$ cat config.mk
export PLATFORM = sky130hd
export DESIGN_NAME = dc_refill_cnt
export DESIGN_NICKNAME = d
export VERILOG_FILES = /design/src/dc_pkg.sv /design/src/dc_refill_cnt.sv
export SDC_FILE = /design/constraint.sdc
export NUM_CORES = 1
export LEC_CHECK = 0
export ABC_CLOCK_PERIOD_IN_PS = 2100
export BUFFER_PORTS_ARGS = -buffer_cell sky130_fd_sc_hd__buf_2
export CAP_MARGIN = 20
export CORE_AREA = 2 2 39 41
export DETAILED_ROUTE_END_ITERATION = 10
export DIE_AREA = 0 0 41 43
export HOLD_SLACK_MARGIN = 0.15
export PLACE_DENSITY = 0.33
export REMOVE_ABC_BUFFERS = 1
export SLEW_MARGIN = 5
export SYNTH_ARGS = -nofsm -noshare
export SYNTH_HDL_FRONTEND = slang
export SYNTH_SLANG_ARGS = --single-unit
$ cat constraint.sdc
create_clock -name clk -period 2.1 [get_ports clk]
set_input_delay 0.105 -clock clk [delete_from_list [all_inputs] [get_ports clk]]
set_output_delay 0.105 -clock clk [all_outputs]
set_load 0.02 [all_outputs]
$ cat src/dc_pkg.sv
// Geometry assumes 32-bit words and a 4 KB backing memory; address bits above 11 are ignored
package dc_pkg;

  // Cache and memory geometry
  localparam int LINES          = 16;
  localparam int WORDS_PER_LINE = 4;
  localparam int MEM_WORDS      = 1024;
  localparam int IDX_W          = $clog2(LINES);
  localparam int OFF_W          = $clog2(WORDS_PER_LINE);
  localparam int TAG_W          = 4;                     // Address bits 11:8
  localparam int MEM_AW         = $clog2(MEM_WORDS);

  // Bit 0 store, bits 2:1 size, bit 3 unsigned
  typedef enum logic [3:0] {
    OP_LB  = 4'b0000,
    OP_SB  = 4'b0001,
    OP_LH  = 4'b0010,
    OP_SH  = 4'b0011,
    OP_LW  = 4'b0100,
    OP_SW  = 4'b0101,
    OP_LBU = 4'b1000,
    OP_LHU = 4'b1010
  } dc_op_e;

  typedef struct packed {
    dc_op_e      op;
    logic [31:0] addr;
    logic [3:0]  lsqid;
    logic [31:0] wdata;
  } dc_req_t;

  typedef struct packed {
    logic        valid;
    logic        error;  // Misaligned access
    logic [3:0]  lsqid;
    logic [31:0] rdata;
  } dc_resp_t;

  typedef struct packed {
    logic              we;
    logic [MEM_AW-1:0] addr;  // Word address
    logic [3:0]        be;
    logic [31:0]       wdata;
  } mem_req_t;

  typedef enum logic [1:0] {
    ST_IDLE,
    ST_LOOKUP,
    ST_REFILL,
    ST_RESP
  } ctrl_state_e;

endpackage

$ cat src/dc_refill_cnt.sv
// Two cycles per beat (issue then capture), one line per start; a start while busy restarts it
`timescale 1ns/10ps

module dc_refill_cnt (
  input  logic                      clk,
  input  logic                      rst,
  input  logic                      start,
  output logic [dc_pkg::OFF_W-1:0]  beat,
  output logic                      capture,
  output logic                      last
);

  logic active;
  logic phase;  // 0 issue, 1 capture

  assign capture = active && phase;
  assign last    = capture && (beat == dc_pkg::OFF_W'(dc_pkg::WORDS_PER_LINE - 1));

  always_ff @(posedge clk) begin
    if (rst) begin
      active <= 1'b0;
      phase  <= 1'b0;
      beat   <= '0;
    end else if (start) begin
      active <= 1'b1;
      phase  <= 1'b0;
      beat   <= '0;
    end else if (active) begin
      phase <= ~phase;
      if (phase) begin
        beat <= beat + 1'b1;             // Wraps back to zero after the last beat
        if (last) active <= 1'b0;
      end
    end
  end

endmodule

# After elaboration in Yosys (flattened, before gate mapping)
# Index checks and enable logic that the tools add are counted.
[word_totals] ff_bits=4 inputBits=3 output_inout_bits=4 elab_cells=14
[op_classes] addsub=1 eq_ne=1 n_mux=4 bitwise=1 reduce_logical=4
[op_table] cell="$mux W1" n=4
[op_table] cell="$add A2 B1 Y2 const B" n=1
[op_table] cell="$eq A2 B2 Y1 const B" n=1
[op_table] cell="$logic_and A1 B1 Y1" n=2
[op_table] cell="$reduce_and A2 Y1" n=1
[op_table] cell="$reduce_or A2 Y1" n=1
[op_table] cell="$not A1 Y1" n=1

# Logic depth before layout (Yosys ltp)
[logic_depth] depth_word=6 depth_mapped=3 ltp_nobuf=3

# Least setup slack after synthesis
# No wires, ideal clock.
[synth_path] kind="register to output" startpoint="register beat[0] (netlist name)" endpoint="output port last" arrival_time_ns=0.904 t_required_ns=1.995 setup_slack_ns=1.091 path_stages_with_launch=3 path_buffers=0 cell_sequence="dfxtp_1 > ha_1 > and3_1"
[synth_via] elab_chain_len=2
[synth_rtl] item="start: declaration" line_no="dc_refill_cnt.sv:8" source="output logic [dc_pkg::OFF_W-1:0] beat,"
[synth_rtl] item="start signal: assignment" line_no="dc_refill_cnt.sv:31" source="beat <= beat + 1'b1;"
[synth_rtl] item="$eq A2 B2 Y1" line_no="dc_refill_cnt.sv:17" source="assign last = capture && (beat == dc_pkg::OFF_W'(dc_pkg::WORDS_PER_LINE - 1));"
[synth_rtl] item="$logic_and A1 B1 Y1" line_no="dc_refill_cnt.sv:17"
[synth_rtl] item="end: declaration" line_no="dc_refill_cnt.sv:10" source="output logic last"
# Every way passes these cells.

# Final worst setup path
[layout_path] startpoint="register beat[0] (netlist name)" endpoint="register active"
[layout_via] elab_chain_len=6
[layout_rtl] item="$eq A2 B2 Y1" line_no="dc_refill_cnt.sv:17"
[layout_rtl] item="$logic_and A1 B1 Y1" line_no="dc_refill_cnt.sv:17"
[layout_rtl] item="$mux W1" line_no="dc_refill_cnt.sv:32" source="if (last) active <= 1'b0;"
[layout_rtl] item="$mux W1" line_no="dc_refill_cnt.sv:30" source="if (phase) begin"
[layout_rtl] item="$mux W1" line_no="dc_refill_cnt.sv:28" source="end else if (active) begin"
[layout_rtl] item="$mux W1" line_no="dc_refill_cnt.sv:24" source="end else if (start) begin"
[layout_rtl] item="end signal: assignment" line_no="dc_refill_cnt.sv:21" source="active <= 1'b0;"
[layout_rtl] item="end signal: assignment" line_no="dc_refill_cnt.sv:25" source="active <= 1'b1;"
[layout_rtl] item="end signal: assignment" line_no="dc_refill_cnt.sv:32"
[layout_rtl] item="end: declaration" line_no="dc_refill_cnt.sv:13" source="logic active;"
# Every way passes these cells.
# A chain may end at the register's enable or synchronous reset.

==> flow_summary.ini <==
[detailed_routing]
ant_nets = 0
drt_pre_antenna_iters = 4
iteration_0_drc_count_of_the_detailed_router = 1
drt_drc_violations_left = 0
avgViaCountPerCell = 3.644
wl_per_cell_um = 7.822
vias_after_detailed_routing = 164
drt_wl_total_um = 352

[synthesis]
synth.distinct_cells = 16
synthDominantAreaCellType = sky130_fd_sc_hd__dfxtp_1
synth-async-reset-ratio_pct = 0
synth_largest_type_area_fraction_pct = 39.26
synth.yosys.seq_area_share_pct = 39.26
syn_inst = 20
synth.cells.most_frequent = sky130_fd_sc_hd__dfxtp_1 (4), sky130_fd_sc_hd__a21bo_1 (2)
count_of_warnings_emitted_by_yosys = 0
syn_avg_cell_area_um2 = 10.20
synth_enable_flop_cells = 0
yosysMostFrequentCell = sky130_fd_sc_hd__dfxtp_1
synth-main-ff-cell = sky130_fd_sc_hd__dfxtp_1
ys_seq_elements = 4
syn-cell-area_um2 = 203.9
synth_top_cells_by_area = sky130_fd_sc_hd__dfxtp_1 (39%), sky130_fd_sc_hd__a21bo_1 (9.8%), sky130_fd_sc_hd__ha_1 (6.1%)

[timing]
max_freq_mhz = 711.0
setup_viol = 0
grt_setup_unrepaired = false
timing_worst_slew_pin_value_ps = 252.0
slew_viol_final = 0
timing.slew.headroom_pct = 83.17
skew_ps = 2.571
totalNegativeSetupSlack_ps = 0
final_period_minus_worst_setup_slack_ps = 1406
hold_viol_final = 0
min_period_over_period_pct = 66.97

[worst_setup_path]
crit_path_cell_trace = ha_1 > a21boi_1 > o21ba_1 > dlygate4sd3_1
worst_setup_path_start_kind = flop
worst-path-stages = 4
timing.setup.critical_path_class = reg -> reg
timing.critical_path.required_ps = 2220
worst_r2r_endpoint = active
cp_slowest_stage_delay_ps = 540
slowest_stage = sky130_fd_sc_hd__dlygate4sd3_1
path_max_fanout = 4
critical_path.top_delay_family = buffers and inverters
reg2reg_setup_slack_ps = 690
worst_r2r_path_depth = 4
end_kind = flop
critPathCapture = active
startpoint = beat[0]
critical_path.reg2reg.startpoint = beat[0]
critPathBufInv = 1
cp.arrival_ps = 1520

[global_routing]
grt_remaining_overflow = 0
first_global_vias = 144
largest_net_degree_at_the_start_of_global_routing = 9
track_usage_pct = 6.338
grt_pass1_wl_um = 641
grt_antenna_before_repair = 0

[power_and_ir_drop]
internal_power_mw = 0.1519
post-layout-total-power_mw = 0.1918
p_seq_share_pct = 43.5
clkPwrFrac_pct = 49.2
net-switching-power_mw = 0.03987
power.density_nw_per_um2 = 684.2
fraction_of_power_spent_switching_nets_pct = 20.79
leakage_nw = 0.1319
ir_worst_vdd_uv = 181.6
pwr-share-comb_pct = 7.2

[layout]
num_antenna_cells = 0
fin_nets = 35
signed_area_change_from_the_synthesized_netlist_to_the_final_layout_pct = 37.42
n_fill_cell = 153
fraction_of_layout_cells_with_a_size_suffix_above_1_pct = 34.48
seqCellArea_um2 = 80.08
final_design_area_no_fill_um2 = 280.3
multiInputGateArea_um2 = 107.6

[cts]
clkLatencyLatePin_ps = 230
cts.sinks = 4
tritoncts = yes
max-clock-path-buffers = 2
cts.htree.levels = 1
cts_resized = 0
cts-hold-fix-buffers = 2
clk_transition_reported_paths_ps = 40
post-cts-setup-buffer-count = 0
cts_root_buf = sky130_fd_sc_hd__clkbuf_4
numCtsBuffers = 3

[placement]
gpl.final_weighted_congestion = 0.5925
port-buffer-count = 6
dpl_cell_area_um2 = 237.7

[flow_run]
max-cap-violations = 0

[floorplan]
io_pins = 7
die_h_um = 43
floorplan.initialDensity_pct = 14.74
rows = 14
floorplan.die.width_um = 41
area_inside_the_core_boundary_um2 = 1384
die-area_um2 = 1763

[worst_hold_path]
holdCritPathClass = in -> reg

[outcome]
outcome = completed
-- state kept, by name, summed over array words and instances, names as in the netlist --
signal  count
beat        2
active      1
phase       1
-- stage by stage --
| step | hold slack, ps | setup slack (ps) | util, % | std cells |
|---|---|---|---|---|
| after floorplan | 238.0 | 1091 | - | 18 |
| after global placement | 335.1 | 1164 | 17.18 | 40 |
| after detailed placement | 340.2 | 1155 | 17.18 | 40 |
| after CTS | 189.7 | 683.3 | 20.25 | 45 |
| after global routing | 224.8 | 581.9 | 20.25 | 45 |
| final | 190.4 | 693.6 | 20.25 | 45 |
-- layout make-up --
cell class                      instances  area share, %
Sequential cell                         4          28.57
Tap cell                               16          7.143
Timing Repair Buffer                    8          17.86
Clock buffer                            3          8.036
Multi-Input combinational cell         14          38.39
-- worst min-delay path by stage --
| stage | endpoint | depth (start not counted) | slack, ps | from |
|---|---|---|---|---|
| floorplan | active | 1 | 240 | start |
| global placement | active | 2 | 340 | start |
| detailed placement | active | 2 | 340 | start |
| CTS | beat[1] | 3 | 190 | rst |
| global route | beat[1] | 3 | 220 | rst |
| finish | beat[1] | 3 | 190 | rst |
-- routing by layer --
| metal | part of all wire, % | global-route usage (%) | vias up |
|---|---|---|---|
| li1 | - | - | 88 |
| met1 | 45 | 8.414 | 67 |
| met2 | 37 | 5.000 | 7 |
| met3 | 15 | 3.141 | 2 |
| met4 | 2.8 | 10.00 | 0 |
| met5 | 0 | 0 | - |
-- worst min-delay path, cell delays in order --
cell	delay, ps
sky130_fd_sc_hd__buf_2	80
sky130_fd_sc_hd__or2_1	150
sky130_fd_sc_hd__a21oi_2	40
-- power groups by stage --
| stage | clock network (mW) | logic, mW | registers [mW] |
|---|---|---|---|
| 5_1_grt | 0.104 | 0.0161 | 0.0848 |
| 3_3_place_gp | 0 | 0.0107 | 0.0851 |
| 3_5_place_dp | 0 | 0.0108 | 0.0848 |
| 6_report | 0.0944 | 0.0139 | 0.0835 |
| 2_1_floorplan | 0 | 0.00714 | 0.0840 |
| 4_1_cts | 0.101 | 0.0141 | 0.0835 |
-- layout by cell type, fill, tap and decap left out, drive strengths merged --
master       n
ha           1
dlygate4sd3  2
dfxtp        4
nor2         1
and2         1
a21oi        2
buf          6
nand3b       1
or2          1
nand3        1
a21boi       1
a21bo        2
clkbuf       3
o21ba        1
xnor2        1
and3         1
-- cell families after synthesis --
group / count (synthesis) / synth area share, %
xor+xnor: 1 / 4.295
simple gates: 6 / 17.18
fa+ha+maj: 1 / 6.134
compound gates: 6 / 25.15
buf+inv: 2 / 7.973
flops: 4 / 39.27
Note: power is estimated with default switching activity, not from simulation.
