**config.mk**
```make
export PLATFORM = sky130hd
export DESIGN_NAME = dc_array
export DESIGN_NICKNAME = d
export VERILOG_FILES = /design/src/dc_pkg.sv /design/src/dc_array.sv
export SDC_FILE = /design/constraint.sdc
export NUM_CORES = 2
export LEC_CHECK = 0
export BUFFER_PORTS_ARGS = -buffer_cell sky130_fd_sc_hd__buf_2
export CORE_UTILIZATION = 40
export DETAILED_ROUTE_END_ITERATION = 8
export PLACE_DENSITY_LB_ADDON = 0.15
export SLEW_MARGIN = 20
export SYNTH_ARGS = -nofsm -noshare
export SYNTH_HDL_FRONTEND = slang
export SYNTH_SLANG_ARGS = --single-unit
export TNS_END_PERCENT = 1
```
**constraint.sdc**
```tcl
create_clock -name clk -period 2.6 [get_ports clk]
set_input_delay 0.13 -clock clk [delete_from_list [all_inputs] [get_ports clk]]
set_output_delay 0.13 -clock clk [all_outputs]
set_load 0.03 [all_outputs]
```
**src/dc_pkg.sv**
```systemverilog
// Geometry assumes 32-bit words and a 4 KB backing memory; address bits above 11 are ignored
package dc_pkg;

  // Cache and memory geometry
  localparam int LINES          = 16;
  localparam int WORDS_PER_LINE = 4;
  localparam int MEM_WORDS      = 1024;
  localparam int IDX_W          = $clog2(LINES);
  localparam int OFF_W          = $clog2(WORDS_PER_LINE);
  localparam int TAG_W          = 4;                     // Address bits 11:8
  localparam int MEM_AW         = $clog2(MEM_WORDS);

  // Bit 0 store, bits 2:1 size, bit 3 unsigned
  typedef enum logic [3:0] {
    OP_LB  = 4'b0000,
    OP_SB  = 4'b0001,
    OP_LH  = 4'b0010,
    OP_SH  = 4'b0011,
    OP_LW  = 4'b0100,
    OP_SW  = 4'b0101,
    OP_LBU = 4'b1000,
    OP_LHU = 4'b1010
  } dc_op_e;

  typedef struct packed {
    dc_op_e      op;
    logic [31:0] addr;
    logic [3:0]  lsqid;
    logic [31:0] wdata;
  } dc_req_t;

  typedef struct packed {
    logic        valid;
    logic        error;  // Misaligned access
    logic [3:0]  lsqid;
    logic [31:0] rdata;
  } dc_resp_t;

  typedef struct packed {
    logic              we;
    logic [MEM_AW-1:0] addr;  // Word address
    logic [3:0]        be;
    logic [31:0]       wdata;
  } mem_req_t;

  typedef enum logic [1:0] {
    ST_IDLE,
    ST_LOOKUP,
    ST_REFILL,
    ST_RESP
  } ctrl_state_e;

endpackage

```
**src/dc_array.sv**
```systemverilog
// Direct-mapped storage; a refill beat takes priority over a store merge in the same cycle
`timescale 1ns/10ps

module dc_array (
  input  logic                      clk,
  input  logic                      rst,
  input  logic [dc_pkg::IDX_W-1:0]  idx,
  input  logic [dc_pkg::TAG_W-1:0]  tag,
  output logic                      hit,
  input  logic [dc_pkg::OFF_W-1:0]  rd_word_off,
  output logic [31:0]               rd_word,
  input  logic                      wr_en,
  input  logic [3:0]                wr_be,
  input  logic [31:0]               wr_data,
  input  logic                      fill_en,
  input  logic [dc_pkg::OFF_W-1:0]  fill_off,
  input  logic [31:0]               fill_data,
  input  logic                      fill_done
);

  logic [31:0]              data [dc_pkg::LINES * dc_pkg::WORDS_PER_LINE];
  logic [dc_pkg::TAG_W-1:0] tags [dc_pkg::LINES];
  logic [dc_pkg::LINES-1:0] valid;

  assign hit     = valid[idx] && (tags[idx] == tag);
  assign rd_word = data[{idx, rd_word_off}];

  always_ff @(posedge clk) begin
    if (rst) begin
      valid <= '0;
    end else if (fill_done) begin
      valid[idx] <= 1'b1;  // Line usable once the last beat lands
    end
  end

  always_ff @(posedge clk) begin
    if (fill_en) begin
      data[{idx, fill_off}] <= fill_data;
    end else if (wr_en) begin
      for (int b = 0; b < 4; b++) begin
        if (wr_be[b]) data[{idx, rd_word_off}][8*b +: 8] <= wr_data[8*b +: 8];
      end
    end
    if (fill_done) tags[idx] <= tag;
  end

endmodule

```
# --- After elaboration in Yosys (flattened, before gate mapping) ---
# Memories as Yosys holds them, arrays and structs flattened.
# Index checks and enable logic that the tools add are counted.
totals:
  ramBits: 2112
  n_memories: 2
  output_inout_bits: 33
  regBits: 16
  input_bits: 85
  wordCells: 37
mem_list:
  columns: ["memory", "depth", "width", "rd", "rd_clocked_by_memory_dff", "wr", "line", "text"]
  rows:
  - ["data", 64, 32, 1, 0, 1, "dc_array.sv:21", "logic [31:0] data [dc_pkg::LINES * dc_pkg::WORDS_PER_LINE];"]
  - ["tags", 16, 4, 1, 0, 1, "dc_array.sv:22", "logic [dc_pkg::TAG_W-1:0] tags [dc_pkg::LINES];"]
classes:
  reduce_logical: 3
  bitwise_logic: 1
  magnitude_cmp: 2
  n_eq_ne: 1
  muxes: 27
ops:
  columns: ["operator", "count"]
  rows:
  - ["$mux 32", 1]
  - ["$reduce_or 32->1", 1]
  - ["$mux 1", 22]
  - ["$or 16x16->16", 1]
  - ["$mux 6", 1]
  - ["$lt 4x5->1 const B", 1]
  - ["$bmux 1 s4", 1]
  - ["$demux 1 s4", 1]
  - ["$eq 4x4->1", 1]
  - ["$ge 4x1->1 const B", 1]
  - ["$mux 4", 1]
  - ["$logic_and 1x1->1", 2]

# --- Longest topological paths before layout ---
depth:
  word_depth: 6
  depth_mapped: 9
  mapped_depth_nobuf: 5

# --- Least setup slack after synthesis ---
# OpenSTA, ideal clock, no wires.
synth_timing:
  kind: "input -> output"
  start: "input idx[2] in the netlist's numbering"
  end: "output hit"
  cell_stages: 7
  t_arrival_ns: 2.569
  setup_slack_ns: -0.099
  required_time_ns: 2.470
  path_buffers: 2
  path_cell_list: "clkbuf_1 > buf_2 > mux4_2 > mux2i_1 > mux2i_1 > xor2_1 > nor4_1"
synth_between:
  elab_chain_len: 3
  elab_cells_between_ends: 5
  cone_classes: "1 x eq/ne; 2 x mux; 1 x reduce/logical; 1 x memory"
synth_rtl:
  columns: ["element", "line", "text"]
  rows:
  - ["start: declaration", "dc_array.sv:7", "input logic [dc_pkg::IDX_W-1:0] idx,"]
  - ["$mem_v2 16x4 or $bmux 1 s4 (tied branches)", null, null]
  - ["$eq 4x4->1 or $mux 1 (tied branches)", "dc_array.sv:25", "assign hit = valid[idx] && (tags[idx] == tag);"]
  - ["$logic_and 1x1->1 (*)", "dc_array.sv:25", null]
  - ["end: declaration", "dc_array.sv:9", "output logic hit,"]
# Every way passes the cells marked *; elsewhere a longest branch is shown, timed or not. The select of a mux whose other input is x is not followed.

# --- Worst setup path after layout ---
layout_timing:
  start: "memory tags[15][3] in the netlist's numbering"
  end: "output hit"
layout_between:
  elab_chain_len: 3
layout_rtl:
  columns: ["element", "line"]
  rows:
  - ["start: declaration", "dc_array.sv:22"]
  - ["$mem_v2 16x4", null]
  - ["$eq 4x4->1", "dc_array.sv:25"]
  - ["$logic_and 1x1->1", "dc_array.sv:25"]
# Every way passes these cells.

==> run summary <==
=======================================================================================
Endpoint of the worst hold-timing path                                      tags[10][0]
Data arrival, critical path                                                     2.88 ns
Minimum period implied by the final worst setup slack                           3.01 ns
Critical Path Max Stage Delay                                                   0.51 ns
Worst R2R End                                                                  valid[0]
Residual overflow from global routing                                                 0
Fin worst setup slack                                                         -0.406 ns
Fraction of registers with async set or reset after synthesis                        0%
Startpoint of the lowest-slack hold path                                         idx[3]
Synth warnings                                                                        0
Antenna violations before repair                                                      7
Violations in the final reports                                            negative setup slack
Routed met2 length                                                            102000 µm
Transition time at the pin with the least slew margin                          0.655 ns
Number of violations reported at the end of detailed-routing iteration 0           3439
Count of cells along the worst hold path                                              3
Part of the Yosys area used for sequential elements                               77.6%
Post-synthesis area per instance                                               23.4 µm²
Die height                                                                       455 µm
Power density normalized to cell area                                        745 nW/µm²
Flop and latch count out of synthesis                                              2128
Highest metal used                                                                 met4
Share of the clock period used by the worst path                                   116%
Maximum vdd ir drop                                                            0.687 mV
Root Driver                                                                sky130_fd_sc_hd__clkbuf_16
Die Span X                                                                       455 µm
Critical Path Source Type                                                     flip-flop
Netlist Area Pre-Place                                                        82100 µm²
Crit end category                                                            output pin
Net count of the finished layout                                                   4367
Clock-pin slew of the registers on the worst-case setup and hold paths          0.06 ns
Final Core Density                                                                48.8%
Category of the most critical setup path                                   flip-flop to output pin
Total global routing track utilization                                            19.6%
Number of buffers created by CTS                                                    221
FF-to-FF setup slack                                                            1.46 ns
1st-pass router iterations                                                            5
Count of different cell masters after synthesis                                      28
P&R area growth vs syn                                                            20.7%
Post-CTS Setup Inserts                                                                0
Number of global-route vias before repair                                         40500
Number of pins exceeding their max-slew limit in the final report                     0
Slew margin rel.                                                                  56.0%
Number of buffers between clock root and the deepest sink                             3
Clock latency reported for the late side of the worst-skew pair                 0.84 ns
Post-DR vias/cell                                                                  5.41
Number of nets produced by synthesis                                               3595
Total Routed Length                                                           200000 µm
R2r worst-path depth                                                                  3
CP Max Fanout                                                                         1
Placed wire-length estimate                                                   123000 µm
Cell breakdown of the critical path                                        mux4_2, mux4_2, xor2_2, nor4_4, buf_6
Core area                                                                    203000 µm²
Standard-cell rows                                                                  165
Worst clock skew on the final layout                                               0 ns
Count of antenna-violating nets left after detailed routing                           0
Clock Sinks                                                                        2128
Cells after synthesis                                                              3510
Setup repair after global routing missed its margin                                 yes
Share of post-route cells with drive strength above 1                             39.5%
Post-layout instance count excluding filler cells                                  7133
H-tree depth                                                                          4
Crit path launch                                                            tags[15][3]
DP Cell Count                                                                      6659
Wirelength per Cell                                                             28.0 µm
Number of port buffers                                                              117
Die ar.                                                                      207000 µm²
Detailed-routing wirelength on met1                                            84400 µm
Boundary pin count                                                                  118
Met3 wire len                                                                   9790 µm
Setup TNS after final layout                                                  -10.77 ns
Count of endpoints failing setup in the final report                                 33
Slowest cell on the critical path                                          sky130_fd_sc_hd__mux4_2
Global-route wire length before repair                                        290000 µm
Primary flip-flop cell chosen by synthesis mapping                         sky130_fd_sc_hd__edfxtp_1
Most common cell type on the critical path                                 sky130_fd_sc_hd__mux4_2
Post-Place Worst Slack                                                        -0.282 ns
Number of flops mapped to enable cells by yosys                                    2112
Standby leakage power                                                           31.9 nW
Launching point of the worst reg2reg path                                      valid[0]
Final hold violation count                                                            0
Largest area contributor in the synthesized netlist                        sky130_fd_sc_hd__edfxtp_1
Type of the tightest min-delay check                                       input pin to flip-flop
RePlAce Congestion                                                                0.760
Vias                                                                              38600
Post-route DRC violation count                                                        0
Max-cap viol count                                                                    0
Data required, critical path                                                    2.47 ns
Pin count of the biggest net entering global routing                                 65
Effective utilization at floorplan                                                40.4%
Clock tree from TritonCTS                                                           yes
Run status                                                                 complete, but fails checks
Most area-consuming cells after synthesis                                  sky130_fd_sc_hd__edfxtp_1, sky130_fd_sc_hd__mux4_2, sky130_fd_sc_hd__nor2_1
Area share of the largest cell type after synthesis                               77.2%
Max Freq                                                                        333 MHz
=======================================================================================
flip-flops by register name (all words and copies together), names as in the netlist:
name	cells
data	2048
tags	64
valid	16
cells by family (layout without fill, tap and decap cells):
| logic type | count (synthesis) | after routing | share of synthesized area (%) |
|---|---|---|---|
| AOI/OAI and AO/OA | 70 | 70 | 0.634 |
| buffers and inverters | 200 | 1147 | 1.07 |
| and+or+nand+nor | 402 | 402 | 1.91 |
| muxes | 706 | 706 | 18.7 |
| other | 0 | 4 | 0 |
| xor gates and xnor gates | 4 | 4 | 0.0427 |
| DFF | 2128 | 2128 | 77.6 |
placed cells by master, fill, tap and decap left out, types with 5 or more instances in the layout:
cell,n
sky130_fd_sc_hd__clkbuf_16,225
sky130_fd_sc_hd__nand3_1,20
sky130_fd_sc_hd__bufinv_16,15
sky130_fd_sc_hd__mux4_2,662
sky130_fd_sc_hd__mux2i_1,12
sky130_fd_sc_hd__a22oi_1,12
sky130_fd_sc_hd__buf_4,446
sky130_fd_sc_hd__nand2b_1,5
sky130_fd_sc_hd__nand2_2,16
sky130_fd_sc_hd__clkbuf_1,44
sky130_fd_sc_hd__nand2_1,25
sky130_fd_sc_hd__clkinv_1,57
sky130_fd_sc_hd__clkinvlp_4,12
sky130_fd_sc_hd__clkinv_2,30
sky130_fd_sc_hd__buf_2,86
sky130_fd_sc_hd__nand2_4,18
sky130_fd_sc_hd__a22oi_2,52
sky130_fd_sc_hd__buf_6,31
sky130_fd_sc_hd__dfxtp_1,16
sky130_fd_sc_hd__clkinv_8,6
sky130_fd_sc_hd__buf_12,108
sky130_fd_sc_hd__nor2_1,308
sky130_fd_sc_hd__mux2_2,32
sky130_fd_sc_hd__edfxtp_1,2112
sky130_fd_sc_hd__dlygate4sd3_1,72
routing by layer:
layer | track usage [%] | vias to the layer above
li1 | - | 16500
met1 | 26.8 | 20900
met2 | 32.9 | 959
met3 | 3.20 | 232
met4 | 5.11 | 0
met5 | 0 | -
worst max path at each step:
stage / to / cells after the start / slack, ns
6_report: hit / 5 / -0.41
5_1_grt: hit / 5 / -0.53
4_1_cts: rd_word[0] / 6 / -0.50
3_5_place_dp: rd_word[29] / 9 / -0.28
3_3_place_gp: rd_word[30] / 9 / -0.34
2_1_floorplan: hit / 7 / 0.23
critical path: cells and delay by family, from the launching register on:
kind	cells	cell delay, ns
buffers and inverters	1	0.18
DFF	1	0.38
muxes	2	1.01
xor gates and xnor gates	1	0.19
and+or+nand+nor	1	0.28
through the flow:
stage | instance area [µm²] | power [mW] | hold WS, ns
floorplan | 82100 | 41.7 | 0.229
global placement | 90900 | 44.1 | 0.447
detailed placement | 90900 | 44.1 | 0.457
CTS | 99000 | 74.7 | 0.0481
global route | 99100 | 76.1 | 0.120
finish | 99100 | 73.8 | 0.144
cell usage after synthesis (all sizes together), types with 3 or more instances:
library cell and number:
a21o 4, a22oi 64, buf 87, clkbuf 110, dfxtp 16, edfxtp 2112, mux2 32, mux2i 12
mux4 662, nand2 59, nand2b 5, nand3 20, nor2 310, xor2 3
repair_timing:
item / CTS / global route
pin swaps: 27 / 13
hold buffers: 72 / 0
gates resized for setup: 134 / 19
endpoints found under the setup margin: 33 / 33
hold endpoints to repair: 2192 / 0
power breakdown:
part / switching, mW / total, mW / leakage (nW) / internal, mW
logic: 3.00 / 5.16 / 9.41 / 2.16
registers: 0.0715 / 38.4 / 19.1 / 38.3
clock network: 12.9 / 30.2 / 3.34 / 17.3
final cells by class:
class / instances / area [µm²]
fill: 16500 / 104000
tap: 2672 / 3340
multi-input combinational: 1182 / 18000
clock buffer: 269 / 5800
timing repair buffer: 746 / 7050
clock inverter: 129 / 1130
sequential: 2128 / 63700
inverter: 3 / 18.8
antenna: 4 / 10.0
No activity file was read; power rests on OpenSTA's default activity.
