**config.mk**
```make
export PLATFORM = sky130hd
export DESIGN_NAME = dc_lane
export DESIGN_NICKNAME = d
export VERILOG_FILES = /design/src/dc_pkg.sv /design/src/dc_lane.sv
export SDC_FILE = /design/constraint.sdc
export NUM_CORES = 1
export LEC_CHECK = 0
export ABC_AREA = 1
export BUFFER_PORTS_ARGS = -buffer_cell sky130_fd_sc_hd__buf_2
export CAP_MARGIN = 10
export CORE_ASPECT_RATIO = 0.8
export CORE_MARGIN = 2
export CORE_UTILIZATION = 37
export DETAILED_ROUTE_END_ITERATION = 8
export GPL_TIMING_DRIVEN = 1
export PLACE_DENSITY = 0.85
export SYNTH_ARGS = -nofsm -noshare
export SYNTH_HDL_FRONTEND = slang
export SYNTH_SLANG_ARGS = --single-unit
```
**constraint.sdc**
```tcl
create_clock -name vclk -period 3.1
set_input_delay 0.31 -clock vclk [all_inputs]
set_output_delay 0.31 -clock vclk [all_outputs]
set_load 0.02 [all_outputs]
```
**src/dc_pkg.sv**
```systemverilog
// Geometry assumes 32-bit words and a 4 KB backing memory; address bits above 11 are ignored
package dc_pkg;

  // Cache and memory geometry
  localparam int LINES          = 16;
  localparam int WORDS_PER_LINE = 4;
  localparam int MEM_WORDS      = 1024;
  localparam int IDX_W          = $clog2(LINES);
  localparam int OFF_W          = $clog2(WORDS_PER_LINE);
  localparam int TAG_W          = 4;                     // Address bits 11:8
  localparam int MEM_AW         = $clog2(MEM_WORDS);

  // Bit 0 store, bits 2:1 size, bit 3 unsigned
  typedef enum logic [3:0] {
    OP_LB  = 4'b0000,
    OP_SB  = 4'b0001,
    OP_LH  = 4'b0010,
    OP_SH  = 4'b0011,
    OP_LW  = 4'b0100,
    OP_SW  = 4'b0101,
    OP_LBU = 4'b1000,
    OP_LHU = 4'b1010
  } dc_op_e;

  typedef struct packed {
    dc_op_e      op;
    logic [31:0] addr;
    logic [3:0]  lsqid;
    logic [31:0] wdata;
  } dc_req_t;

  typedef struct packed {
    logic        valid;
    logic        error;  // Misaligned access
    logic [3:0]  lsqid;
    logic [31:0] rdata;
  } dc_resp_t;

  typedef struct packed {
    logic              we;
    logic [MEM_AW-1:0] addr;  // Word address
    logic [3:0]        be;
    logic [31:0]       wdata;
  } mem_req_t;

  typedef enum logic [1:0] {
    ST_IDLE,
    ST_LOOKUP,
    ST_REFILL,
    ST_RESP
  } ctrl_state_e;

endpackage

```
**src/dc_lane.sv**
```systemverilog
// Purely combinational; little-endian lanes, only SB/SH/SW and the five load ops are decoded
`timescale 1ns/10ps

module dc_lane (
  input  dc_pkg::dc_req_t req,
  input  logic [31:0]     word,
  output logic            misaligned,
  output logic [3:0]      be,
  output logic [31:0]     wdata,
  output logic [31:0]     rdata
);

  logic [1:0]  size;
  logic [7:0]  byte_sel;
  logic [15:0] half_sel;

  assign size = req.op[2:1];

  // Half needs bit 0 clear, word needs both low bits clear
  assign misaligned = (size == 2'b01 && req.addr[0]) ||
                      (size == 2'b10 && req.addr[1:0] != 2'b00);

  assign byte_sel = 8'(word >> {req.addr[1:0], 3'b000});
  assign half_sel = 16'(word >> {req.addr[1], 4'b0000});

  always_comb begin
    be    = 4'b0000;
    wdata = req.wdata;
    rdata = word;   // LW passes the word through
    case (req.op)
      dc_pkg::OP_SB: begin
        be    = 4'b0001 << req.addr[1:0];
        wdata = req.wdata << {req.addr[1:0], 3'b000};
      end
      dc_pkg::OP_SH: begin
        be    = 4'b0011 << {req.addr[1], 1'b0};
        wdata = req.wdata << {req.addr[1], 4'b0000};
      end
      dc_pkg::OP_SW: be = 4'b1111;
      dc_pkg::OP_LB:  rdata = {{24{byte_sel[7]}}, byte_sel};
      dc_pkg::OP_LBU: rdata = {24'd0, byte_sel};
      dc_pkg::OP_LH:  rdata = {{16{half_sel[15]}}, half_sel};
      dc_pkg::OP_LHU: rdata = {16'd0, half_sel};
      default: ;
    endcase
  end

endmodule

```
* Yosys cells after proc, flatten, opt, wreduce, memory -nomap -nowiden
Cells that the tools add are included.
** Word-level totals
- Bits in registers :: 0
- Latch bits :: 0
- Bits in writable memories :: 0
- Bits in read-only memories :: 0
- Output and inout bits :: 69
- Word-level logic and storage cells :: 22
- Memories kept :: 0
** Operators by class
- Add/subtract/negate cells :: 0
- $mul :: 0
- Divide/modulo/power cells :: 0
- $lt $le $gt $ge :: 0
- Equal/unequal tests :: 8
- Shift-type cells :: 6
- Multiplexer cells :: 3
- Bitwise logic cells :: 0
- Reductions and logical operators :: 5
** Operators by type and width (count)
- 32-bit case mux with 4 select lines :: 1
- 32-bit case mux with 2 select lines :: 1
- 32-bit by 5-bit left shift with 32-bit output :: 2
- 32-bit by 5-bit >> shifter with 16-bit output :: 1
- 32-bit by 5-bit >> shifter with 8-bit output :: 1
- 4-bit case mux with 3 select lines :: 1
- 4-bit by 2-bit equality test with 1-bit output, second input constant :: 2
- 4-bit equality test, second input constant :: 2
- 4-bit by 1-bit equality test with 1-bit output, second input constant :: 1
- 4-bit by 3-bit equality test with 1-bit output, second input constant :: 1
- 4-bit logical NOT :: 1
- 1-bit by 2-bit left shift with 4-bit output, first input constant :: 1
- 2-bit by 2-bit left shift with 4-bit output, first input constant :: 1
- 2-bit by 1-bit equality test with 1-bit output, second input constant :: 1
- 2-bit equality test, second input constant :: 1
- 1-bit logical AND :: 2
- 2-bit nonzero test :: 1
- 1-bit logical OR :: 1

* Depth between registers and ports, before layout
Gate-level depths: netlist of run 1.
- Word-level depth :: 3
- Gate-level depth with buffers :: 11

* Least setup slack after synthesis of run 1
Ideal clock, no wire load.
- Path kind :: input -> output
- Start :: input req[71] in the netlist's numbering
- End :: output be[1]
- Arrival time :: 1.306 ns
- Required time :: 2.790 ns
- Slack :: 1.484 ns
- Cell stages on the path :: 3
- Path buffers :: 0
- Path through :: nor3_4 > nand2_1 > o31ai_1
** On the way
- Word-level cells in the longest chain between the ends :: 2
** Ends and longest elaborated chain
- start: declaration :: line dc_lane.sv:5 : input dc_pkg::dc_req_t req,
- 4-bit by 3-bit equality test with 1-bit output (tied with other cells) :: line dc_lane.sv:30 : case (req.op)
- 4-bit case mux with 3 select lines (*) :: line dc_lane.sv:30
- end: declaration :: line dc_lane.sv:8 : output logic [3:0] be,
Mark *: on every way between the ends. The rest lies on a longest branch, timed or not.

* Final worst setup path of run 1
- Start :: input req[36] in the netlist's numbering
- End :: output rdata[26]
** On the way
- Word-level cells in the longest chain between the ends :: 2
** Ends and longest elaborated chain
- 32-bit by 5-bit >> shifter with 8-bit output :: line dc_lane.sv:23 : assign byte_sel = 8'(word >> {req.addr[1:0], 3'b000});
- 32-bit case mux with 4 select lines :: line dc_lane.sv:30
- end: declaration :: line dc_lane.sv:10 : output logic [31:0] rdata
Every way passes these cells.

==> results.rst, run 1 <==
.. list-table::
   :header-rows: 1

   * - Metric
     - Value
   * - Status
     - finished clean
   * - Count of flip-flops and latches
     - 0
   * - Synthesis warning total
     - 0
   * - Rows
     - 21
   * - Placed wire-length estimate after detailed placement
     - 5230 microns
   * - Stage delay of the slowest cell on the critical path
     - 0.51 ns
   * - Family with the most delay on the worst path
     - simple AND/OR/NAND/NOR gates
   * - Data required time of the critical path
     - 2.79 ns
   * - Endpoint kind of the worst setup timing path
     - primary output
   * - Shortest period the worst path allows
     - 2.54 ns
   * - Fraction of the mapped netlist area in compound gates
     - 15.0%
   * - Post-DR vias/cell
     - 5.26
   * - Slew @ Worst Pin
     - 0.746 ns
   * - Number of clock-tree buffers in the layout
     - 0
   * - Syn Nets
     - 455
   * - Overall Global Routing Usage
     - 25.2%
   * - RSZ-0062 raised after global routing
     - no
   * - Number of buffer and inverter stages on the critical path
     - 3
   * - Type of the worst setup path
     - input pin to primary output
   * - XOR/XNOR Fraction of Synth Area
     - 0%
   * - Horizontal extent of the die
     - 77.4 microns
   * - Non-Filler Cell Area, Final
     - 2280 sq um
   * - Portion of netlist area occupied by mux cells
     - 0%
   * - Area growth, synth to finish
     - 42.8%
   * - Post-synthesis instance total
     - 351
   * - Number of nets in the finished design
     - 580
   * - Area used by multi-input combinational logic
     - 1340 sq um
   * - Post-route total power
     - 0.423 mW
   * - Layout cell share with drive strength beyond 1
     - 33.1%
   * - Buffers added on ports
     - 139
   * - Worst-path maximum fanout
     - 24
   * - Fmax
     - 394 MHz
   * - Inst Count DP
     - 531
   * - Capture endpoint of the worst hold path
     - wdata[24]
   * - Starting Density
     - 38.2%
   * - Grt ovf
     - 0
   * - Crit path arrival time
     - 2.23 ns
   * - DRC viols
     - 0
   * - Post-synthesis area per instance
     - 4.55 sq um
   * - Routing usage on met2
     - 39.7%
   * - Combinational family with the most area after synthesis
     - simple AND/OR/NAND/NOR gates
   * - Total area of sequential cells
     - 0 sq um
   * - Number of antenna violations at the first check in global routing
     - 1
   * - Max-slew violation count
     - 0
   * - Origin of the worst min-delay path
     - req[24]
   * - Io pins
     - 173
   * - Number of vias in the routed layout
     - 2800
   * - Aggregate negative setup slack
     - 0 ns
   * - DR WL/cell
     - 12.6 microns
   * - Met1 usage
     - 36.7%
   * - Post-route fraction of the period consumed by the critical path
     - 81.8%
   * - Die ar.
     - 4860 sq um
   * - Via count of the first global-routing pass
     - 2345
   * - Final setup viols
     - 0
   * - Core Region
     - 4180 sq um
   * - Cell breakdown of the critical path
     - buf_2, inv_2, nor2_4, nand2_1, o2111ai_1, nand2_1, nand3_1, buf_2
   * - Post-cts repair resize count
     - 0
   * - Final Wtd Congestion
     - 0.937
   * - # fillers
     - 448
   * - Most congested layer reported by global routing
     - met2
   * - GR Layer Usage met3
     - 1.16%
   * - Worst Hold Depth
     - 4
   * - Cell area reported after detailed placement
     - 2280 sq um
   * - Number of buffers inserted by post-CTS setup repair
     - 0
   * - Wire length of the first global-routing pass
     - 10500 microns
   * - Library cells used by synthesis
     - 26
   * - Number of endpoints with negative hold slack in the final report
     - 0
   * - Height of the die
     - 62.8 microns
   * - Drt pass-1 iters
     - 5
   * - Filler-free cell count of the finished design
     - 532
   * - Cell at the slowest stage of the critical path
     - nand2_1
   * - CP Launch Type
     - input pin
   * - Sequential element share of the synthesized area
     - 0%
   * - Static leakage
     - 1.51 nW
   * - Path class of the lowest-slack min-delay path
     - input pin to primary output
   * - Worst-case headroom to the max-slew limit
     - 50.1%
   * - Maximum number of pins on one net before global-route repair
     - 25
   * - Routed Wire Length
     - 6720 microns
   * - Adder-cell share of the synthesized area
     - 0%
   * - Fraction of the mapped netlist area in simple logic gates
     - 69.0%
   * - Power density relative to cell area
     - 186 nW/um^2
   * - Max capacitance violation total
     - 0
   * - Synthesized cell area
     - 1600 sq um
   * - Worst ir drop on vdd
     - 118 uV
   * - Remaining antenna violation count
     - 0
   * - Iteration-0 DRC count of the detailed router
     - 343
   * - Post-CTS Hold Buffers
     - 0
==> report_power, final <==
group	switching [mW]	internal (mW)
registers	0	0
logic	0.276	0.147
clock network	0	0.0000000433
total	0.276	0.147
==> cell type report <==
cell class         instances  area share [%]
multi-input cells        293            58.8
repair buffers           142            31.5
inverters                 39            6.42
well taps                 57            3.13
diodes                     1           0.110
==> through the flow <==
stage,setup slack (ns),hold slack [ns],util (%)
after floorplan,1.48,0.761,-
after global placement,0.688,0.944,54.5
after detailed placement,0.642,0.952,54.5
after CTS,0.638,0.953,54.5
after global routing,0.402,0.981,54.6
final,0.564,0.951,54.6
==> synth_stat cells <==
cell type | n | area share, %
buf_6 | 2 | 1.4
inv_1 | 34 | 8.0
nand3_1 | 76 | 24
o2111ai_1 | 1 | 0.55
o21ai_2 | 1 | 0.55
o21ai_0 | 14 | 4.4
buf_2 | 9 | 2.8
nor3_4 | 1 | 1.0
nor4_1 | 1 | 0.39
inv_2 | 3 | 0.71
o22ai_1 | 8 | 3.1
nand4_1 | 1 | 0.39
nand2_2 | 2 | 0.78
clkinv_1 | 2 | 0.47
nand2_1 | 151 | 36
o21ai_1 | 4 | 1.3
or2_2 | 6 | 2.4
buf_4 | 3 | 1.4
or2_1 | 2 | 0.78
buf_1 | 2 | 0.47
nor2_1 | 12 | 2.8
nor2_2 | 1 | 0.39
o211ai_1 | 8 | 3.8
nor2_4 | 1 | 0.71
o31ai_1 | 3 | 1.4
clkbuf_1 | 3 | 0.71
==> cells by family after synthesis <==
kind of cell,count (synthesis)
buffers and inverters,58
AOI/OAI and AO/OA,39
and+or+nand+nor,254
==> worst max-delay path by stage <==
stage	slack (ns)	end	cells after the start	start
global route	0.40	rdata[27]	8	req[36]
floorplan	1.48	be[1]	3	req[71]
CTS	0.64	rdata[15]	8	req[36]
detailed placement	0.64	rdata[15]	8	req[36]
finish	0.56	rdata[26]	8	req[36]
global placement	0.69	rdata[15]	8	req[36]
==> per-layer routing <==
layer / share of wire, % / routed length, microns
met5: 0 / 0
met2: 45 / 3020
met3: 8.0 / 537
met4: 2.0 / 132
met1: 45 / 3030
==> layout by cell type, fill, tap and decap left out, drive strengths merged <==
master / count
nor3: 1
o211ai: 8
o21ai: 19
or2: 8
nand2: 153
buf: 142
o22ai: 8
diode: 1
o2111ai: 1
nand3: 76
nand4: 1
inv: 37
o31ai: 3
nor4: 1
clkinv: 2
nor2: 14
(Power assumes the default switching activity.)
==> inputs of run 2 (changes only) <==
ABC_AREA = 0   (was 1)
CORE_UTILIZATION = 36   (was 37)
clock period = 2.54 ns   (was 3.1 ns; I/O delays follow)
==> run 2 against run 1 <==
- routed wire length shrank 2.8%
- critical path depth shrank 1
- die area shrank 2.4%
- critical path type unchanged
- largest cell class unchanged
- synthesized cell count shrank 25%
- highest routed layer unchanged
==> results.rst, run 2 <==
.. list-table::
   :header-rows: 1

   * - Metric
     - Value
   * - Endpoint kind of the worst setup timing path
     - primary output
   * - Overall Global Routing Usage
     - 23.2%
   * - Family with the most delay on the worst path
     - compound AO/OA/AOI/OAI gates
   * - Io pins
     - 173
   * - Worst-case headroom to the max-slew limit
     - 42.3%
   * - Area growth, synth to finish
     - 45.0%
   * - Buffers added on ports
     - 139
   * - Data required time of the critical path
     - 2.29 ns
   * - Drt pass-1 iters
     - 5
   * - Die ar.
     - 4740 sq um
   * - Layout cell share with drive strength beyond 1
     - 41.3%
   * - Slew @ Worst Pin
     - 0.860 ns
   * - Grt ovf
     - 0
   * - Worst Setup SP
     - req[69]
   * - Starting Density
     - 36.9%
   * - Post-cts repair resize count
     - 0
   * - Final Wtd Congestion
     - 0.915
   * - Maximum number of pins on one net before global-route repair
     - 29
   * - Stage delay of the slowest cell on the critical path
     - 0.68 ns
   * - Static leakage
     - 1.12 nW
   * - Remaining antenna violation count
     - 0
   * - Number of endpoints with negative hold slack in the final report
     - 0
   * - Number of antenna violations at the first check in global routing
     - 0
   * - Leading cell types in the layout, fill and taps excluded
     - 139 x buf_2, 44 x nand2_1, 42 x o21ai_0, 31 x nor2_1, 17 x o22ai_1
   * - Placed wire-length estimate after detailed placement
     - 5100 microns
   * - Sequential element share of the synthesized area
     - 0%
   * - Number of buffer and inverter stages on the critical path
     - 3
   * - # fillers
     - 444
   * - Status
     - finished clean
   * - Cell at the slowest stage of the critical path
     - o21ai_1
   * - Post-CTS Hold Buffers
     - 0
   * - Number of clock-tree buffers in the layout
     - 0
   * - Total area of sequential cells
     - 0 sq um
   * - Path class of the lowest-slack min-delay path
     - input pin to primary output
   * - Library cells used by synthesis
     - 38
   * - Synthesis warning total
     - 0
   * - Iteration-0 DRC count of the detailed router
     - 254
   * - Worst ir drop on vdd
     - 83.2 uV
   * - Via count of the first global-routing pass
     - 1941
   * - Height of the die
     - 62 microns
   * - Worst Hold Depth
     - 4
   * - Share of Yosys cell area claimed by the top area cell type
     - 13.9%
   * - Count of flip-flops and latches
     - 0
   * - Max-slew violation count
     - 0
   * - RSZ-0062 raised after global routing
     - no
   * - Type of the worst setup path
     - input pin to primary output
   * - Syn Nets
     - 369
   * - Top cell type by total area after synthesis
     - o21ai_0
   * - Post-synthesis instance total
     - 265
   * - Post-synthesis area per instance
     - 5.71 sq um
   * - Post-DR vias/cell
     - 5.85
   * - Most common cell after layout, fill and taps aside
     - buf_2
   * - Shortest period the worst path allows
     - 2.19 ns
   * - CP Launch Type
     - input pin
   * - Post-route fraction of the period consumed by the critical path
     - 86.2%
   * - Final setup viols
     - 0
   * - Horizontal extent of the die
     - 76.5 microns
   * - Most used standard cells in the synthesized netlist
     - 44 x nand2_1, 42 x o21ai_0, 31 x nor2_1
   * - Routed Wire Length
     - 6530 microns
   * - Number of vias in the routed layout
     - 2597
   * - Total number of cells along the worst setup path
     - 7
   * - Aggregate negative setup slack
     - 0 ns
   * - Number of nets in the finished design
     - 493
   * - Main area contributors after synthesis
     - o21ai_0 14%, nand2_1 11%, nor2_1 7.7%
   * - Worst-path maximum fanout
     - 16
   * - Max capacitance violation total
     - 0
   * - Core Region
     - 4100 sq um
   * - Most frequent CP cell
     - buf_2
   * - Number of buffers inserted by post-CTS setup repair
     - 0
   * - Antenna fix cells
     - 0
   * - Origin of the worst min-delay path
     - word[18]
   * - Worst hold slack
     - 0.874 ns
   * - Synthesized cell area
     - 1510 sq um
   * - DR WL/cell
     - 14.7 microns
   * - Fmax
     - 457 MHz
   * - Cell breakdown of the critical path
     - buf_2, buf_4, nand2b_1, o21ai_1, o21ai_0, nand2_1, buf_2
   * - Rows
     - 21
   * - Wire length of the first global-routing pass
     - 9240 microns
   * - Dominant cell by count in the synthesized netlist
     - nand2_1
   * - Power density relative to cell area
     - 235 nW/um^2
   * - Crit path arrival time
     - 1.94 ns
   * - DRC viols
     - 0
## run 2: cell types whose count changed in the layout (fill, tap and decap cells not counted), moves of 9 or more
cell | before | now
a211oi_1 | 0 | 15
a21oi_1 | 0 | 12
a22oi_1 | 0 | 9
inv_1 | 34 | 4
nand2_1 | 151 | 44
nand3_1 | 76 | 10
nor2_1 | 12 | 31
o21ai_0 | 14 | 42
o22ai_1 | 8 | 17
## run 2: metrics by stage
stage | total power, mW | worst slack, ns | instances | instance area (sq um) | utilization, %
final | 0.516 | 0.350 | 444 | 2200 | 53.6
after global routing | 0.558 | 0.209 | 444 | 2200 | 53.6
after CTS | 0.511 | 0.411 | 444 | 2200 | 53.6
after detailed placement | 0.509 | 0.411 | 444 | 2200 | 53.6
after global placement | 0.502 | 0.421 | 444 | 2200 | 53.6
after floorplan | 0.321 | 0.678 | 265 | 1510 | -
## run 2: path summary, 6_finish.rpt
| check | end |
|---|---|
| hold / removal | rdata[18] |
| setup / recovery | rdata[29] |
## run 2: layout make-up
cell class	count	area (sq um)	share of cell area, %
inverter	4	15.0	0.684
timing repair buffer	150	778	35.4
multi-input combinational	233	1330	60.6
tap	57	71.3	3.25
## run 2: tightest hold or removal path, delay by kind of cell
kind	cells	cell delay, ns
AOI/OAI and AO/OA	1	0.07
and+or+nand+nor	1	0.06
buffers and inverters	2	0.23
## run 2: cells by family (layout without fill, tap and decap cells)
logic type / count (synthesis) / after routing / synth area share, %
AND/OR/NAND/NOR: 114 / 114 / 35.2
buffers and inverters: 32 / 154 / 12.1
AO/OA/AOI/OAI: 115 / 115 / 49.3
multiplexers: 4 / 4 / 3.47
## run 2: metal layers
layer	GRT usage [%]	wire length (microns)	up-vias
li1	-	-	1235
met3	0.723	515	6
met1	35.5	2960	1208
met2	37.7	3000	148
met4	2.34	48	0
met5	0	0	-
## run 2: report_power, final
group	internal [mW]	switching [mW]
logic	0.193	0.323
registers	0	0
clock network	0	0
==> inputs of run 3 (changes only) <==
CORE_UTILIZATION = 30   (was 36)
PLACE_DENSITY = 0.73   (was 0.85)
==> run 3 against run 2 <==
- final cell count increased by 1.1%
- via count decreased by 2.5%
- critical path depth fell by 1
- routed wire length is 4.7% higher
- hold slack improved by 0.0012 ns
- die area is 19% higher
- first-iteration DRC count is 34% lower
- setup slack improved by 0.0097 ns
- power up 0.27%
- cell area grew 0.28%
- critical path type unchanged
==> results.rst, run 3 (synthesis results as in run 2) <==
.. list-table::
   :header-rows: 1

   * - Metric
     - Value
   * - Aggregate negative setup slack
     - 0 ns
   * - Proportion of total power due to net switching
     - 62.7%
   * - Rows
     - 23
   * - Final worst setup slack
     - 0.360 ns
   * - Final Wtd Congestion
     - 0.853
   * - Routed Wire Length
     - 6840 microns
   * - Status
     - finished clean
   * - Horizontal extent of the die
     - 83.4 microns
   * - Endpoint kind of the worst setup timing path
     - primary output
   * - Via count of the first global-routing pass
     - 2073
   * - Static leakage
     - 1.12 nW
   * - Shortest period the worst path allows
     - 2.18 ns
   * - Buffers added on ports
     - 139
   * - Fmax
     - 459 MHz
   * - Post-route fraction of the period consumed by the critical path
     - 85.8%
   * - Drt pass-1 iters
     - 5
   * - Leading cell types in the layout, fill and taps excluded
     - 139 x buf_2, 44 x nand2_1, 42 x o21ai_0, 31 x nor2_1, 17 x o22ai_1
   * - Grt ovf
     - 0
   * - Maximum number of pins on one net before global-route repair
     - 29
   * - RSZ-0062 raised after global routing
     - no
   * - Wire length of the first global-routing pass
     - 9940 microns
   * - Part of the total power dissipated in the clock network
     - 0%
   * - Cell at the slowest stage of the critical path
     - o21ai_1
   * - Worst Hold Depth
     - 3
   * - Max-slew violation count
     - 0
   * - Die ar.
     - 5630 sq um
   * - Most common cell after layout, fill and taps aside
     - buf_2
   * - Total area of sequential cells
     - 0 sq um
   * - Most frequent CP cell
     - buf_2
   * - Worst setup slack before clock tree synthesis
     - 0.344 ns
   * - Starting Density
     - 30.6%
   * - Type of the worst setup path
     - input pin to primary output
   * - Placed wire-length estimate after detailed placement
     - 5370 microns
   * - Final setup viols
     - 0
   * - Max capacitance violation total
     - 0
   * - Layout cell share with drive strength beyond 1
     - 41.3%
   * - Antenna fix cells
     - 0
   * - Flop pwr share
     - 0%
   * - Data required time of the critical path
     - 2.29 ns
   * - Path class of the lowest-slack min-delay path
     - input pin to primary output
   * - Post-CTS Hold Buffers
     - 0
   * - Number of clock-tree buffers in the layout
     - 0
   * - Core Region
     - 4950 sq um
   * - Capture endpoint of the worst hold path
     - rdata[13]
   * - Number of buffers inserted by post-CTS setup repair
     - 0
   * - Crit path arrival time
     - 1.93 ns
   * - Remaining antenna violation count
     - 0
   * - Share of power burned in combinational logic
     - 100.0%
   * - Cell breakdown of the critical path
     - buf_2, mux2i_1, o21ai_1, o21ai_0, nand2_1, buf_2
   * - CP Launch Type
     - input pin
   * - Origin of the worst min-delay path
     - word[13]
   * - Number of antenna violations at the first check in global routing
     - 0
   * - Worst-path maximum fanout
     - 21
   * - Height of the die
     - 67.5 microns
   * - Family with the most delay on the worst path
     - compound AO/OA/AOI/OAI gates
   * - Worst ir drop on vdd
     - 83.5 uV
   * - Slew @ Worst Pin
     - 0.889 ns
   * - Post-DR vias/cell
     - 5.64
   * - DRC viols
     - 0
   * - Stage delay of the slowest cell on the critical path
     - 0.69 ns
   * - Area used by multi-input combinational logic
     - 1330 sq um
   * - Number of vias in the routed layout
     - 2533
   * - # fillers
     - 567
   * - Count of flip-flops and latches
     - 0
   * - Area growth, synth to finish
     - 45.5%
   * - Worst-case headroom to the max-slew limit
     - 40.1%
   * - Post-cts repair resize count
     - 0
   * - Number of buffer and inverter stages on the critical path
     - 2
   * - Power density relative to cell area
     - 235 nW/um^2
   * - Io pins
     - 173
   * - Iteration-0 DRC count of the detailed router
     - 168
   * - Power Internal
     - 0.193 mW
   * - Number of endpoints with negative hold slack in the final report
     - 0
   * - Sw power
     - 0.324 mW
   * - DR WL/cell
     - 15.2 microns
   * - Overall Global Routing Usage
     - 20.7%
   * - Number of nets in the finished design
     - 493
==> run 3: tightest hold or removal path: stages <==
cell and delay (ns):
buf_2 0.09, a221o_1 0.12, buf_2 0.15
==> run 3: final cells by class <==
type / count / share of cell area [%]
multi-input cells: 233 / 60.5
repair buffers: 150 / 35.3
well taps: 62 / 3.52
inverters: 4 / 0.682
==> run 3: layer usage <==
layer	track usage (%)	vias up	share of wire [%]
li1	-	1226	-
met1	30.6	1193	47
met2	34.7	106	47
met3	0.856	8	5.6
met4	2.22	0	0.72
met5	0	-	0
==> run 3: per-stage QoR <==
| step | std cells | instance area [sq um] | power [mW] | utilization (%) | hold slack (ns) |
|---|---|---|---|---|---|
| after floorplan | 265 | 1510 | 0.321 | - | 0.691 |
| after global placement | 449 | 2200 | 0.504 | 44.5 | 0.873 |
| after detailed placement | 449 | 2200 | 0.514 | 44.5 | 0.875 |
| after CTS | 449 | 2200 | 0.515 | 44.5 | 0.875 |
| after global routing | 449 | 2200 | 0.559 | 44.5 | 0.899 |
| final | 449 | 2200 | 0.517 | 44.5 | 0.876 |
==> run 3: power by group through the flow <==
stage | Sequential [mW] | Clock, mW | Combinational, mW
2_1_floorplan | 0 | 0 | 0.321
3_5_place_dp | 0 | 0 | 0.514
3_3_place_gp | 0 | 0 | 0.504
6_report | 0 | 0 | 0.517
5_1_grt | 0 | 0 | 0.559
4_1_cts | 0 | 0 | 0.515
==> run 3: worst max-delay path by stage <==
stage | start | endpoint | slack (ns) | depth (start not counted)
6_report | req[37] | rdata[23] | 0.36 | 6
5_1_grt | req[69] | rdata[31] | 0.13 | 7
4_1_cts | req[37] | rdata[30] | 0.36 | 6
3_5_place_dp | req[37] | rdata[30] | 0.34 | 6
3_3_place_gp | req[69] | rdata[23] | 0.38 | 7
2_1_floorplan | req[70] | wdata[24] | 0.68 | 7
